--- src/rtl/mem_hub_pkg.sv ---
// Memory hub shared widths, address and data types and arbiter timing
`default_nettype none

package mem_hub_pkg;

	// ========================================
	// Address widths
	// ========================================

	// Client byte address, 4096 words behind it
	localparam int BYTE_ADDR_W = 13;

	// Word address drops the byte select bit
	localparam int WORD_ADDR_W = BYTE_ADDR_W - 1;

	// ========================================
	// Payload types
	// ========================================

	typedef logic [BYTE_ADDR_W-1:0] byte_addr_t;
	typedef logic [WORD_ADDR_W-1:0] word_addr_t;

	typedef logic [7:0]  data8_t;   // One client byte
	typedef logic [15:0] data16_t;  // One memory word

	// Byte write enables, bit 0 is the low byte
	typedef logic [1:0] lane_t;

	// ========================================
	// Arbiter timing
	// ========================================

	// Cycles one granted access is held before its ack toggles
	localparam int ACCESS_CYCLES = 4;

endpackage

`default_nettype wire
--- src/rtl/mem_req_if.sv ---
// Toggle request/acknowledge channel from one client port to the arbiter
`default_nettype none

interface mem_req_if
	import mem_hub_pkg::*;
();

	// Request side, changes only together with a req toggle
	logic       req;    // Toggles once per new access
	word_addr_t addr;
	data16_t    wdata;  // Client byte copied to both lanes
	lane_t      lanes;
	logic       we;

	// Acknowledge side
	logic       ack;    // Toggles once per served req toggle
	data16_t    rdata;  // Valid in the cycle ack toggles

	modport client (
		output req,
		output addr,
		output wdata,
		output lanes,
		output we,
		input  ack,
		input  rdata
	);

	modport arbiter (
		input  req,
		input  addr,
		input  wdata,
		input  lanes,
		input  we,
		output ack,
		output rdata
	);

endinterface

`default_nettype wire

--- src/rtl/mem_client_port.sv ---
// Client channel turning byte accesses into toggle requests, with held word read-back
`default_nettype none

module mem_client_port
	import mem_hub_pkg::*;
(
	input  logic       clk_sys,
	input  logic       rst_n,

	input  byte_addr_t addr,
	input  data8_t     wdata,
	input  logic       rd,
	input  logic       wr,
	output data8_t     rdata,
	output logic       ready,

	mem_req_if.client  bus
);

	// ========================================
	// State
	// ========================================

	logic       req_q;      // Request toggle
	logic       ack_q;      // Last seen ack toggle
	logic       wr_q;       // Previous write strobe
	logic       stale;      // Held word no longer matches memory
	data16_t    held_word;

	word_addr_t req_addr;   // Word of the last request
	data16_t    req_wdata;
	lane_t      req_lanes;
	logic       req_we;

	word_addr_t word_addr;
	logic       idle;
	logic       wr_event;
	logic       rd_event;

	assign word_addr = addr[BYTE_ADDR_W-1:1];
	assign idle      = (req_q == ack_q);

	// Write on strobe rising edge only
	assign wr_event = idle && wr && !wr_q;

	// Read only when the held word cannot serve it
	assign rd_event = idle && rd && !wr_event && (stale || (word_addr != req_addr));

	// ========================================
	// Handshake and held word
	// ========================================

	always_ff @(posedge clk_sys) begin
		if (!rst_n) begin
			req_q     <= 1'b0;
			ack_q     <= 1'b0;
			wr_q      <= 1'b0;
			stale     <= 1'b1;
			held_word <= '0;
		end else begin
			ack_q <= bus.ack;

			// Strobe edges seen only between requests
			if (idle)
				wr_q <= wr;

			if (wr_event || rd_event)
				req_q <= ~req_q;

			// A write leaves the held word out of date
			if (wr_event)
				stale <= 1'b1;
			else if (rd_event)
				stale <= 1'b0;

			if ((bus.ack != ack_q) && !req_we)
				held_word <= bus.rdata;  // Read done
		end
	end

	// Request payload, captured with the toggle
	always_ff @(posedge clk_sys) begin
		if (wr_event || rd_event) begin
			req_addr  <= word_addr;
			req_wdata <= {wdata, wdata};
			req_we    <= wr_event;
			if (wr_event)
				req_lanes <= addr[0] ? 2'b10 : 2'b01;
			else
				req_lanes <= 2'b00;
		end
	end

	assign bus.req   = req_q;
	assign bus.addr  = req_addr;
	assign bus.wdata = req_wdata;
	assign bus.lanes = req_lanes;
	assign bus.we    = req_we;

	// Byte select from the held word
	assign rdata = addr[0] ? held_word[15:8] : held_word[7:0];
	assign ready = idle;

endmodule

`default_nettype wire

--- src/flat_wrapper.sv ---
// flat-port wrapper written by rule: the top's interface ports become plain ports
module mem_client_port_flat import mem_hub_pkg::*;
  (clk_sys, rst_n, addr, wdata, rd, wr, rdata, ready, bus_req, bus_addr, bus_wdata, bus_lanes, bus_we, bus_ack, bus_rdata);
  mem_req_if bus_i ();
  input  logic clk_sys;
  input  logic rst_n;
  input  byte_addr_t addr;
  input  data8_t wdata;
  input  logic rd;
  input  logic wr;
  output data8_t rdata;
  output logic ready;
  output wire logic [$bits(bus_i.req)-1:0] bus_req;
  output wire logic [$bits(bus_i.addr)-1:0] bus_addr;
  output wire logic [$bits(bus_i.wdata)-1:0] bus_wdata;
  output wire logic [$bits(bus_i.lanes)-1:0] bus_lanes;
  output wire logic [$bits(bus_i.we)-1:0] bus_we;
  input wire logic [$bits(bus_i.ack)-1:0] bus_ack;
  input wire logic [$bits(bus_i.rdata)-1:0] bus_rdata;
  assign bus_req = bus_i.req;
  assign bus_addr = bus_i.addr;
  assign bus_wdata = bus_i.wdata;
  assign bus_lanes = bus_i.lanes;
  assign bus_we = bus_i.we;
  assign bus_i.ack = bus_ack;
  assign bus_i.rdata = bus_rdata;
  mem_client_port u_core (.clk_sys(clk_sys), .rst_n(rst_n), .addr(addr), .wdata(wdata), .rd(rd), .wr(wr), .rdata(rdata), .ready(ready), .bus(bus_i));
endmodule
--- config.mk ---
export PLATFORM = sky130hd
export DESIGN_NAME = mem_client_port_flat
export DESIGN_NICKNAME = d
export VERILOG_FILES = /design/src/rtl/mem_hub_pkg.sv /design/src/rtl/mem_req_if.sv /design/src/rtl/mem_client_port.sv /design/src/flat_wrapper.sv
export SDC_FILE = /design/constraint.sdc
export NUM_CORES = 1
export LEC_CHECK = 0
export BUFFER_PORTS_ARGS = -buffer_cell sky130_fd_sc_hd__buf_2
export CAP_MARGIN = 20
export CORE_MARGIN = 3
export CORE_UTILIZATION = 41
export CTS_CLUSTER_DIAMETER = 120
export CTS_CLUSTER_SIZE = 24
export DETAILED_ROUTE_END_ITERATION = 10
export PLACE_DENSITY = 0.82
export SYNTH_ARGS = -nofsm -noshare
export SYNTH_HDL_FRONTEND = slang
export SYNTH_SLANG_ARGS = --single-unit
--- constraint.sdc ---
create_clock -name clk_sys -period 1.9 [get_ports clk_sys]
set_input_delay 0.285 -clock clk_sys [delete_from_list [all_inputs] [get_ports clk_sys]]
set_output_delay 0.285 -clock clk_sys [all_outputs]
set_load 0.01 [all_outputs]
==> Word-level counts from Yosys, hierarchy flattened <==
Index checks and enable logic that the tools add are counted.
{ "word_totals": {"register_bits": 51, "inputBits": 42} }
{ "classes": {"n_reduce_logical": 12, "n_bitwise": 2, "n_mux": 2, "n_eq_ne": 3} }
{ "ops": {"columns": ["operator", "n"], "rows": [
  ["$ne A12 B12 Y1", 1],
  ["$mux W8", 1],
  ["$logic_and A1 B1 Y1", 6],
  ["$logic_not A1 Y1", 3],
  ["$logic_or A1 B1 Y1", 2],
  ["$mux W2", 1],
  ["$not A1 Y1", 2],
  ["$reduce_or A2 Y1", 1],
  ["$eq A1 B1 Y1", 1],
  ["$ne A1 B1 Y1", 1]
]} }

==> Depth between registers and ports, before layout <==
Gate-level depths: netlist (run 1).
{ "logic_depth": {"word_depth": 7, "mapped_depth": 6, "mapped_depth_nobuf": 6} }

==> Least setup slack after synthesis (run 1) <==
Ideal clock, no wire load.
{ "synth_path": {"path_type": "register to register", "from": "reg u_core.req_q, in the netlist u_core.bus.req", "to": "reg u_core.req_addr[0], in the netlist u_core.bus.addr[0], enable pin", "stages_incl_launch_ff": 6, "period_less_slack_ns": 2.197, "required_ns": 1.507, "path_slack_ns": -0.297, "arrival_ns": 1.804, "cell_sequence": "dfxtp_1 -> xnor2_2 -> nand3b_4 -> inv_2 -> nor3_2 -> a32oi_2"} }
{ "synth_between": {"elab_chain_cells": 7, "word_cells_on_any_way": 8, "cone_classes": "eq/ne (1); reduce/logical (7)"} }
{ "synth_lines": {"columns": ["element", "line", "source"], "rows": [
  ["start, declared", "mem_client_port.sv:24", "logic req_q;"],
  ["start signal, assigned", "mem_client_port.sv:68", "req_q <= ~req_q;"],
  ["$eq A1 B1 Y1 *", "mem_client_port.sv:41", "assign idle = (req_q == ack_q);"],
  ["named net ready", "flat_wrapper.sv:12", "output logic ready;"],
  ["$logic_and A1 B1 Y1 * (2 in a row)", "mem_client_port.sv:44", "assign wr_event = idle && wr && !wr_q;"],
  ["named net u_core.wr_event", "mem_client_port.sv:37", "logic wr_event;"],
  ["$logic_not A1 Y1", "mem_client_port.sv:47", "assign rd_event = idle && rd && !wr_event && (stale || (word_addr != req_addr));"],
  ["$logic_and A1 B1 Y1 (2 in a row)", "mem_client_port.sv:47", null],
  ["$logic_or A1 B1 Y1 *", "mem_client_port.sv:83", "if (wr_event || rd_event) begin"],
  ["end signal, assigned", "mem_client_port.sv:84", "req_addr <= word_addr;"],
  ["end, declared", "mem_client_port.sv:30", "word_addr_t req_addr;"]
]} }
The timed path passes the listed nets; every way through them passes the cells marked *.
A chain may end at the register's enable or synchronous reset.

==> Final worst setup path (run 1) <==
{ "layout_path": {"from": "reg u_core.req_addr[2], in the netlist u_core.bus.addr[2]", "to": "reg u_core.req_q, in the netlist u_core.bus.req"} }
{ "layout_between": {"elab_chain_cells": 4} }
{ "layout_lines": {"columns": ["element", "line", "source"], "rows": [
  ["$ne A12 B12 Y1", "mem_client_port.sv:47", null],
  ["$logic_or A1 B1 Y1", "mem_client_port.sv:47", null],
  ["$logic_and A1 B1 Y1", "mem_client_port.sv:47", null],
  ["$logic_or A1 B1 Y1", "mem_client_port.sv:67", "if (wr_event || rd_event)"]
]} }
Every way passes these cells.

==> metrics list, run 1 <==
- Status: complete, no violations
- The setup path with the least slack is of type register to register.
- Clock sink count: 43
- Worst min-delay path category: primary input to register
- Cell types with the largest area share after synthesis: edfxtp_1, dfxtp_1, mux2i_1
- Detailed-route wire length per cell: 13.5 um
- Hold path endpoint: u_core.bus.wdata[13]$_DFFE_PP_
- In this run the critical register-to-register path is captured at u_core.bus.req$_SDFFE_PN0P_.
- After layout, the worst setup slack is 0.130 ns.
- I/O Pins: 83
- The pre-antenna-repair detailed-routing pass consisted of 3 iterations.
- Clock skew on the completed layout was measured at 0.00425 ns.
- Startpoint of the worst register-to-register path: u_core.bus.addr[2]$_DFFE_PP_
- The count of buffers added on input and output ports is 82.
- Post-layout utilization of the core: 58.0%
- Filler Cells Inserted: 357
- For the pin with the worst max-slew slack, the measured transition is 0.574 ns.
* Width of the die: 72.4 um
* Clock tree from TritonCTS: done
* Netlist area before placement: 1810 um2
* Seq/Total Area, Yosys: 60.4%
- After detailed routing, the number of remaining DRC violations is 0.
- The number of hold violations in the final report came to 0.
- Cells with a size suffix above 1 make up 53.1% of the layout.
- Global-route wire length before repair: 5440 um
- Amount of wire on met2 after detailed routing: 1550 um
- Hold buffers post-CTS: 0
- Postcts setup bufs: 0
* YS warnings: 0
- Counting instances in the post-synthesis netlist gives the leading cell types as edfxtp_1, dfxtp_1, mux2i_1.
- The initialized floorplan defines 23 standard-cell rows.
- Setup violations remaining at the end of the flow were counted as 0.
- Dividing the final minimum period by the clock period gives 93.1%.
- For this configuration, the core starts out at a cell density of 43.9%.
- Die ar.: 5240 um2
* Number of buffers on the longest clock path: 2
- Count of flip-flops with a built-in enable after synthesis: 23
- The detailed router put a total of 1500 um of wire on met1.
- The later pin in the worst-skew pair is clocked with a latency of 0.29 ns.
* Number of nets in the layout: 252
* Placed wire-length estimate after detailed placement: 2640 um
- For this run the aggregate overflow at the end of global routing stands at 0.
- Clock-pin slew of the registers on the worst-case setup and hold paths: 0.08 ns
- STA classifies the critical path endpoint as a register.
- Counting cells, the worst reg-to-reg path comes to 4.
- The tree is rooted in a clkbuf_8.
- Headroom to the max-slew limit came out at 61.4%.
* Via count: 1,212
- Crit path required time: 2.06 ns
- Registers take 1090 um2.
* Largest voltage drop on the vdd net: 382 uV
- Synth unique cells: 24
- The detail route stage leaves a number of antenna-violating nets equal to 0.
- Relative to the synthesized area, the layout overhead comes to 32.0%.
- Share of the synthesized area in the top cell type: 38.2%
- Hold Path Depth: 1
- When the netlist entered floorplanning its net count stood at 170.
* Average instance area after synthesis: 14.1 um2
* GPL Wtd Cong: 0.676
- Minimum setup slack after placement: -0.0399 ns
* Most used DFF post-synth: edfxtp_1
- Post-Syn Instances: 128
* Routed length on met3: 436 um
* Number of max-cap violations: 0
- The repair_antennas step left the layout with diodes totalling 0.
- The multi-input combinational cells in the finished layout cover a total of 701 um2.
- Along the worst path, the maximum fanout reaches 12.
- Overall power consumption: 0.00248 W
- Minimum period implied by the final worst setup slack: 1.77 ns
- Largest net degree at the start of global routing: 22
- STA classifies the critical path startpoint as a register.
* Die height: 72.4 um
- The first routing iteration left 94 violations.
* Min-delay src: wdata[5]
- Most frequent cell after synthesis: edfxtp_1
- Summed over all instances, the cell type with the most area after synthesis is edfxtp_1.
* Arrival time at the worst endpoint: 1.93 ns
* Static leakage power: 1.04 nW
- The detailed router used layers up to and including met4.
* Internal reg-to-reg setup slack: 0.13 ns
* Clock buffer count from CTS: 5
- The initial antenna violation count is 0.
* Area of the placeable core: 4120 um2
* Pins Over Slew Limit: 0
* Fmax: 565 MHz
* Unrepaired setup endpoints after global routing: false
* Fraction of registers with async set or reset after synthesis: 0%
* Vias in the first global route: 1,187
* Global routing usage summed across all routing layers: 13.3%
* Number of vias per cell after detailed routing: 4.64
- Power per cell area: 1040 nW/um2
- Number of storage elements in the synthesis netlist: 43
- Summed over all layers, the routed wires come to 3530 um.
* Clock H-tree levels: 2
sequential cells by signal (all words and copies together), names as in the netlist:
| name | flops |
|---|---|
| u_core.held_word | 16 |
| u_core.bus.req | 1 |
| u_core.bus.wdata | 8 |
| u_core.wr_q | 1 |
| u_core.ack_q | 1 |
| u_core.bus.lanes | 2 |
| u_core.bus.we | 1 |
| u_core.stale | 1 |
| u_core.bus.addr | 12 |
what timing repair did:
action                                  in CTS  in global routing
pin swaps                                    1                  0
endpoints found under the hold margin        0                  0
gates cloned                                 1                  0
endpoints found under the setup margin      24                 12
gates resized for setup                      2                  2
routing by layer:
metal	vias up	global-route usage [%]
li1	598	-
met1	540	17.2
met2	69	21.1
met3	5	4.71
met4	0	3.69
met5	-	0
power by group:
| group | switching, W | internal (W) | leakage, nW |
|---|---|---|---|
| Combinational | 0.000351 | 0.000320 | 0.606 |
| Sequential | 0.0000897 | 0.00116 | 0.391 |
| Clock | 0.000301 | 0.000257 | 0.0412 |
cell type report:
| cell class | count | area share (%) |
|---|---|---|
| clock buffers | 6 | 3.04 |
| clock inverters | 2 | 0.525 |
| inverters | 1 | 0.157 |
| multi-input cells | 73 | 29.4 |
| flip-flops and latches | 43 | 45.8 |
| well taps | 50 | 2.62 |
| repair buffers | 86 | 18.5 |
per-stage QoR:
step	TNS [ns]	cells	instance area [um2]	hold WS, ns
floorplan	0	128	1830	0.384
global placement	0	252	2250	0.467
detailed placement	-0.931	252	2250	0.464
CTS	0	261	2360	0.156
global route	0	261	2380	0.159
finish	0	261	2380	0.166
cell usage in the layout, fill, tap and decap left out:
cell type	Yosys	final
clkinv_2	0	1
xor2_2	1	1
nand2b_1	1	1
xnor2_1	5	5
nor4_4	0	1
buf_2	0	82
dfxtp_1	20	19
xnor2_4	0	1
nor2b_1	17	17
inv_2	1	1
xor2_1	7	7
clkinvlp_4	0	1
clkbuf_8	0	5
clkbuf_1	3	1
mux2i_1	18	18
nand3b_4	1	1
and2_1	2	2
buf_4	8	4
nand2_1	3	3
a32oi_4	0	2
nor2_4	1	1
dfxtp_2	0	1
nor3_2	1	1
nor2_1	1	1
nor4_2	0	1
nand4_1	1	1
nand3_1	1	1
edfxtp_1	23	23
mux2_2	8	8
worst max-delay path, stage by stage (launching register included):
cell,delay (ns)
edfxtp_1,0.42
xor2_1,0.19
nor4_2,0.54
a32oi_4,0.31
mux2i_1,0.18
logic make-up after synthesis:
group,Yosys count,synth area share (%)
flops,43,60.4
simple gates,31,11.4
mux,26,15.0
xor+xnor,14,7.62
buf+inv,13,4.78
compound gates,1,0.901
how the worst max path moves through the flow:
stage	startpoint	endpoint	cells after the start	slack, ns
after CTS	u_core.ack_q$_SDFF_PN0_	u_core.bus.addr[10]$_DFFE_PP_	4	0.06
after global routing	u_core.bus.addr[2]$_DFFE_PP_	u_core.bus.req$_SDFFE_PN0P_	4	0.01
final	u_core.bus.addr[2]$_DFFE_PP_	u_core.bus.req$_SDFFE_PN0P_	4	0.13
after floorplan	u_core.bus.req$_SDFFE_PN0P_	u_core.bus.addr[0]$_DFFE_PP_	5	0.04
after global placement	u_core.ack_q$_SDFF_PN0_	u_core.bus.wdata[12]$_DFFE_PP_	5	0.002
after detailed placement	u_core.ack_q$_SDFF_PN0_	u_core.bus.wdata[12]$_DFFE_PP_	5	-0.04
Note: power is estimated with default switching activity, not from simulation.
==> run 2: changes to the inputs <==
--- a/config.mk
+++ b/config.mk
@@ -14,2 +14,3 @@
 export DETAILED_ROUTE_END_ITERATION = 10
+export GPL_TIMING_DRIVEN = 0
 export PLACE_DENSITY = 0.82
@@ -18 +19,2 @@
 export SYNTH_SLANG_ARGS = --single-unit
+export TNS_END_PERCENT = 1
--- a/constraint.sdc
+++ b/constraint.sdc
@@ -3,2 +3,2 @@
 set_output_delay 0.285 -clock clk_sys [all_outputs]
-set_load 0.01 [all_outputs]
+set_load 0.1 [all_outputs]
==> metrics list, run 2 (synthesis gave the netlist of run 1 again) <==
- The post-detailed-route via-to-cell ratio is 4.66 (+0.36%).
- The first-pass iteration count of the detailed router came to 4 (+1).
- Switching part of the total power: 48.7% (+19 points)
- Final period utilization: 92.3% (-0.85 points)
* Worst Path Max Fanout: 12 (unchanged)
- Internal power: 0.00189 W (+8.8%)
- Clock-pin slew of the registers on the worst-case setup and hold paths: 0.07 ns (about the same)
* Biggest cell delay along the critical path: 0.45 ns (-0.09 ns)
- The number of hold violations in the final report came to 0 (unchanged).
* # DRC: 0 (unchanged)
* Post-Route WL: 3620 um (+2.5%)
* Row cnt: 23 (unchanged)
- Clock sink count: 43 (unchanged)
- The placer's final routability congestion estimate was 0.710 (+5.1%).
* Minimum period implied by the final worst setup slack: 1.75 ns (-0.0161 ns)
* Final worst clock skew: 0.00713 ns (+0.00287 ns)
* Starting utilization of the core area: 43.9% (unchanged)
- The upper clock frequency limit was 570 MHz (+0.92%).
* Launching element type of the critical path: register
- The static power due to leakage came to 1.08 nW (+4.0%).
- The via count came to 1,249 (+3.1%).
- Filler Cells Inserted: 356 (-0.28%)
- The number of DRC violations after detailed-routing iteration 0 is 69 (-27%).
* Layout cells sized above 1: 53.2% (+0.13 points)
* Largest register FFs: 16 (unchanged)
* Status: complete, no violations
- Portion of total power attributed to sequential cells: 34.0% (-16 points)
* Postcts setup bufs: 0 (unchanged)
- The routed wire length per instance is 13.5 um (-0.21%).
- Largest voltage drop on the vdd net: 555 uV (+45%)
* Critical path cell sequence: xnor2_4 -> nand3b_4 -> inv_2 -> nor3_2 -> a32oi_4
* Hold buffers post-CTS: 0 (unchanged)
- Number of max-cap violations: 0 (unchanged)
- Port Buffer Count: 81 (-1.2%)
- Clock tree synthesis selected as its root buffer the cell clkbuf_8.
- By startpoint and endpoint, the worst setup path is classified as register to register.
- Global routing usage summed across all routing layers: 14.1% (+0.82 points)
* Synthesis-to-finish area growth: 36.5%
- Area of the placeable core: 4120 um2 (unchanged)
- The number of levels in the clock H-tree was 2 (unchanged).
* Power per cell area: 1490 nW/um2 (+44%)
- Clock buffer count from CTS: 5 (unchanged)
- Number of nets in the layout: 259 (+2.8%)
- The global-route wire length before repair came to 5660 um (+3.9%).
* Width of the die: 72.4 um (unchanged)
* Placed wire-length estimate after detailed placement: 2650 um (+0.38%)
- The die outline height came to 72.4 um (unchanged).
* Post-layout utilization of the core: 59.9% (+2.0 points)
- Most common cell after layout, fill and taps aside: buf_2
* Count of endpoints failing setup in the final report: 0 (unchanged)
* Most flops, register: u_core.held_word
- Worst relative slew slack: 62.0% (+0.63 points)
- Congestion Overflow GR: 0 (unchanged)
- The transition time at the pin with the least slew margin is 0.569 ns (-0.00461 ns).
* Vias in the first global route: 1,221 (+2.9%)
* Largest net degree at the start of global routing: 14 (-36%)
* Critical-path top delay cell: dfxtp_1
- Die ar.: 5240 um2 (unchanged)
- The post-route antenna net violation count was 0 (unchanged).
- Sw Pwr: 0.00179 W (+140%)
* Crit path required time: 1.83 ns (-0.23 ns)
- Number of buffers on the longest clock path: 2 (unchanged)
* I/O Pins: 83 (unchanged)
- TritonCTS built the clock tree.
- The initial antenna violation count was 0 (unchanged).
* Antenna cells: 0 (unchanged)
- The setup total negative slack was 0 ns (unchanged).
* Pins Over Slew Limit: 0 (unchanged)
* Top library cells by usage in the layout, fill and taps aside: buf_2, edfxtp_1, dfxtp_1, mux2i_1, nor2b_1
* Arrival time at the worst endpoint: 1.68 ns (-0.25 ns)
* Power share of the clock group: 18.4% (-4.1 points)
* Combinational cell fraction of total power: 47.6% (+21 points)
- Kind of end point of the critical path: register
- Insertion delay to the later sink of the worst-skew pair: 0.29 ns (about the same)
- The path class of the tightest hold or removal check is primary input to register.
## run 2: per-stage QoR
step           cells  area [um2]  total power (W)  hold WS (ns)  setup WS, ns
4_1_cts          268        2450          0.00370         0.164        0.0814
5_1_grt          268        2470          0.00383         0.153      -0.00629
3_5_place_dp     259        2300          0.00299         0.467        -0.147
6_report         268        2470          0.00368         0.176         0.146
2_1_floorplan    128        1830          0.00274         0.384        -0.552
3_3_place_gp     259        2300          0.00297         0.463        -0.117
## run 2: per-layer routing
layer | vias to the layer above | track usage [%] | wire length [um]
met4 | 0 | 4.10 | 27
met2 | 64 | 22.3 | 1650
li1 | 620 | - | -
met1 | 560 | 18.0 | 1530
met5 | - | 0 | 0
met3 | 5 | 5.40 | 411
## run 2: layout make-up
| cell class | count | area (um2) | area share (%) |
|---|---|---|---|
| sequential | 43 | 1090 | 44.4 |
| multi-input combinational | 73 | 709 | 28.8 |
| timing repair buffer | 81 | 405 | 16.4 |
| buffer | 12 | 82.6 | 3.35 |
| clock buffer | 5 | 68.8 | 2.79 |
| tap | 50 | 62.6 | 2.54 |
| clock inverter | 3 | 38.8 | 1.57 |
| inverter | 1 | 3.75 | 0.152 |
## run 2: final timing paths
check	to	startpoint	cells after the start	slack [ns]
min reg2reg	u_core.stale$_SDFFE_PP1P_	u_core.stale$_SDFFE_PP1P_	2	0.49
max reg2reg	u_core.bus.addr[0]$_DFFE_PP_	u_core.ack_q$_SDFF_PN0_	5	0.15
max	u_core.bus.addr[0]$_DFFE_PP_	u_core.ack_q$_SDFF_PN0_	5	0.15
min	u_core.bus.wdata[11]$_DFFE_PP_	wdata[3]	1	0.18
## run 2: critical path: cells and delay by family, from the launching register on
kind | cells | cell delay (ns)
buf+inv | 1 | 0.10
xor+xnor | 1 | 0.18
compound gates | 1 | 0.45
flops | 1 | 0.45
simple gates | 2 | 0.22
## run 2: power groups by stage
stage,sequential [W],combinational [W],clock [W]
6_report,0.00125,0.00176,0.000677
5_1_grt,0.00127,0.00182,0.000742
3_3_place_gp,0.00127,0.00170,0
2_1_floorplan,0.00197,0.000769,0
4_1_cts,0.00125,0.00174,0.000699
3_5_place_dp,0.00127,0.00171,0
## run 2: what timing repair did
| action | 4_1_cts | 5_1_grt |
|---|---|---|
| endpoints found under the setup margin | 24 | 24 |
| resized for setup | 3 | 2 |
| gates cloned | 1 | 0 |
| pin swaps | 1 | 0 |
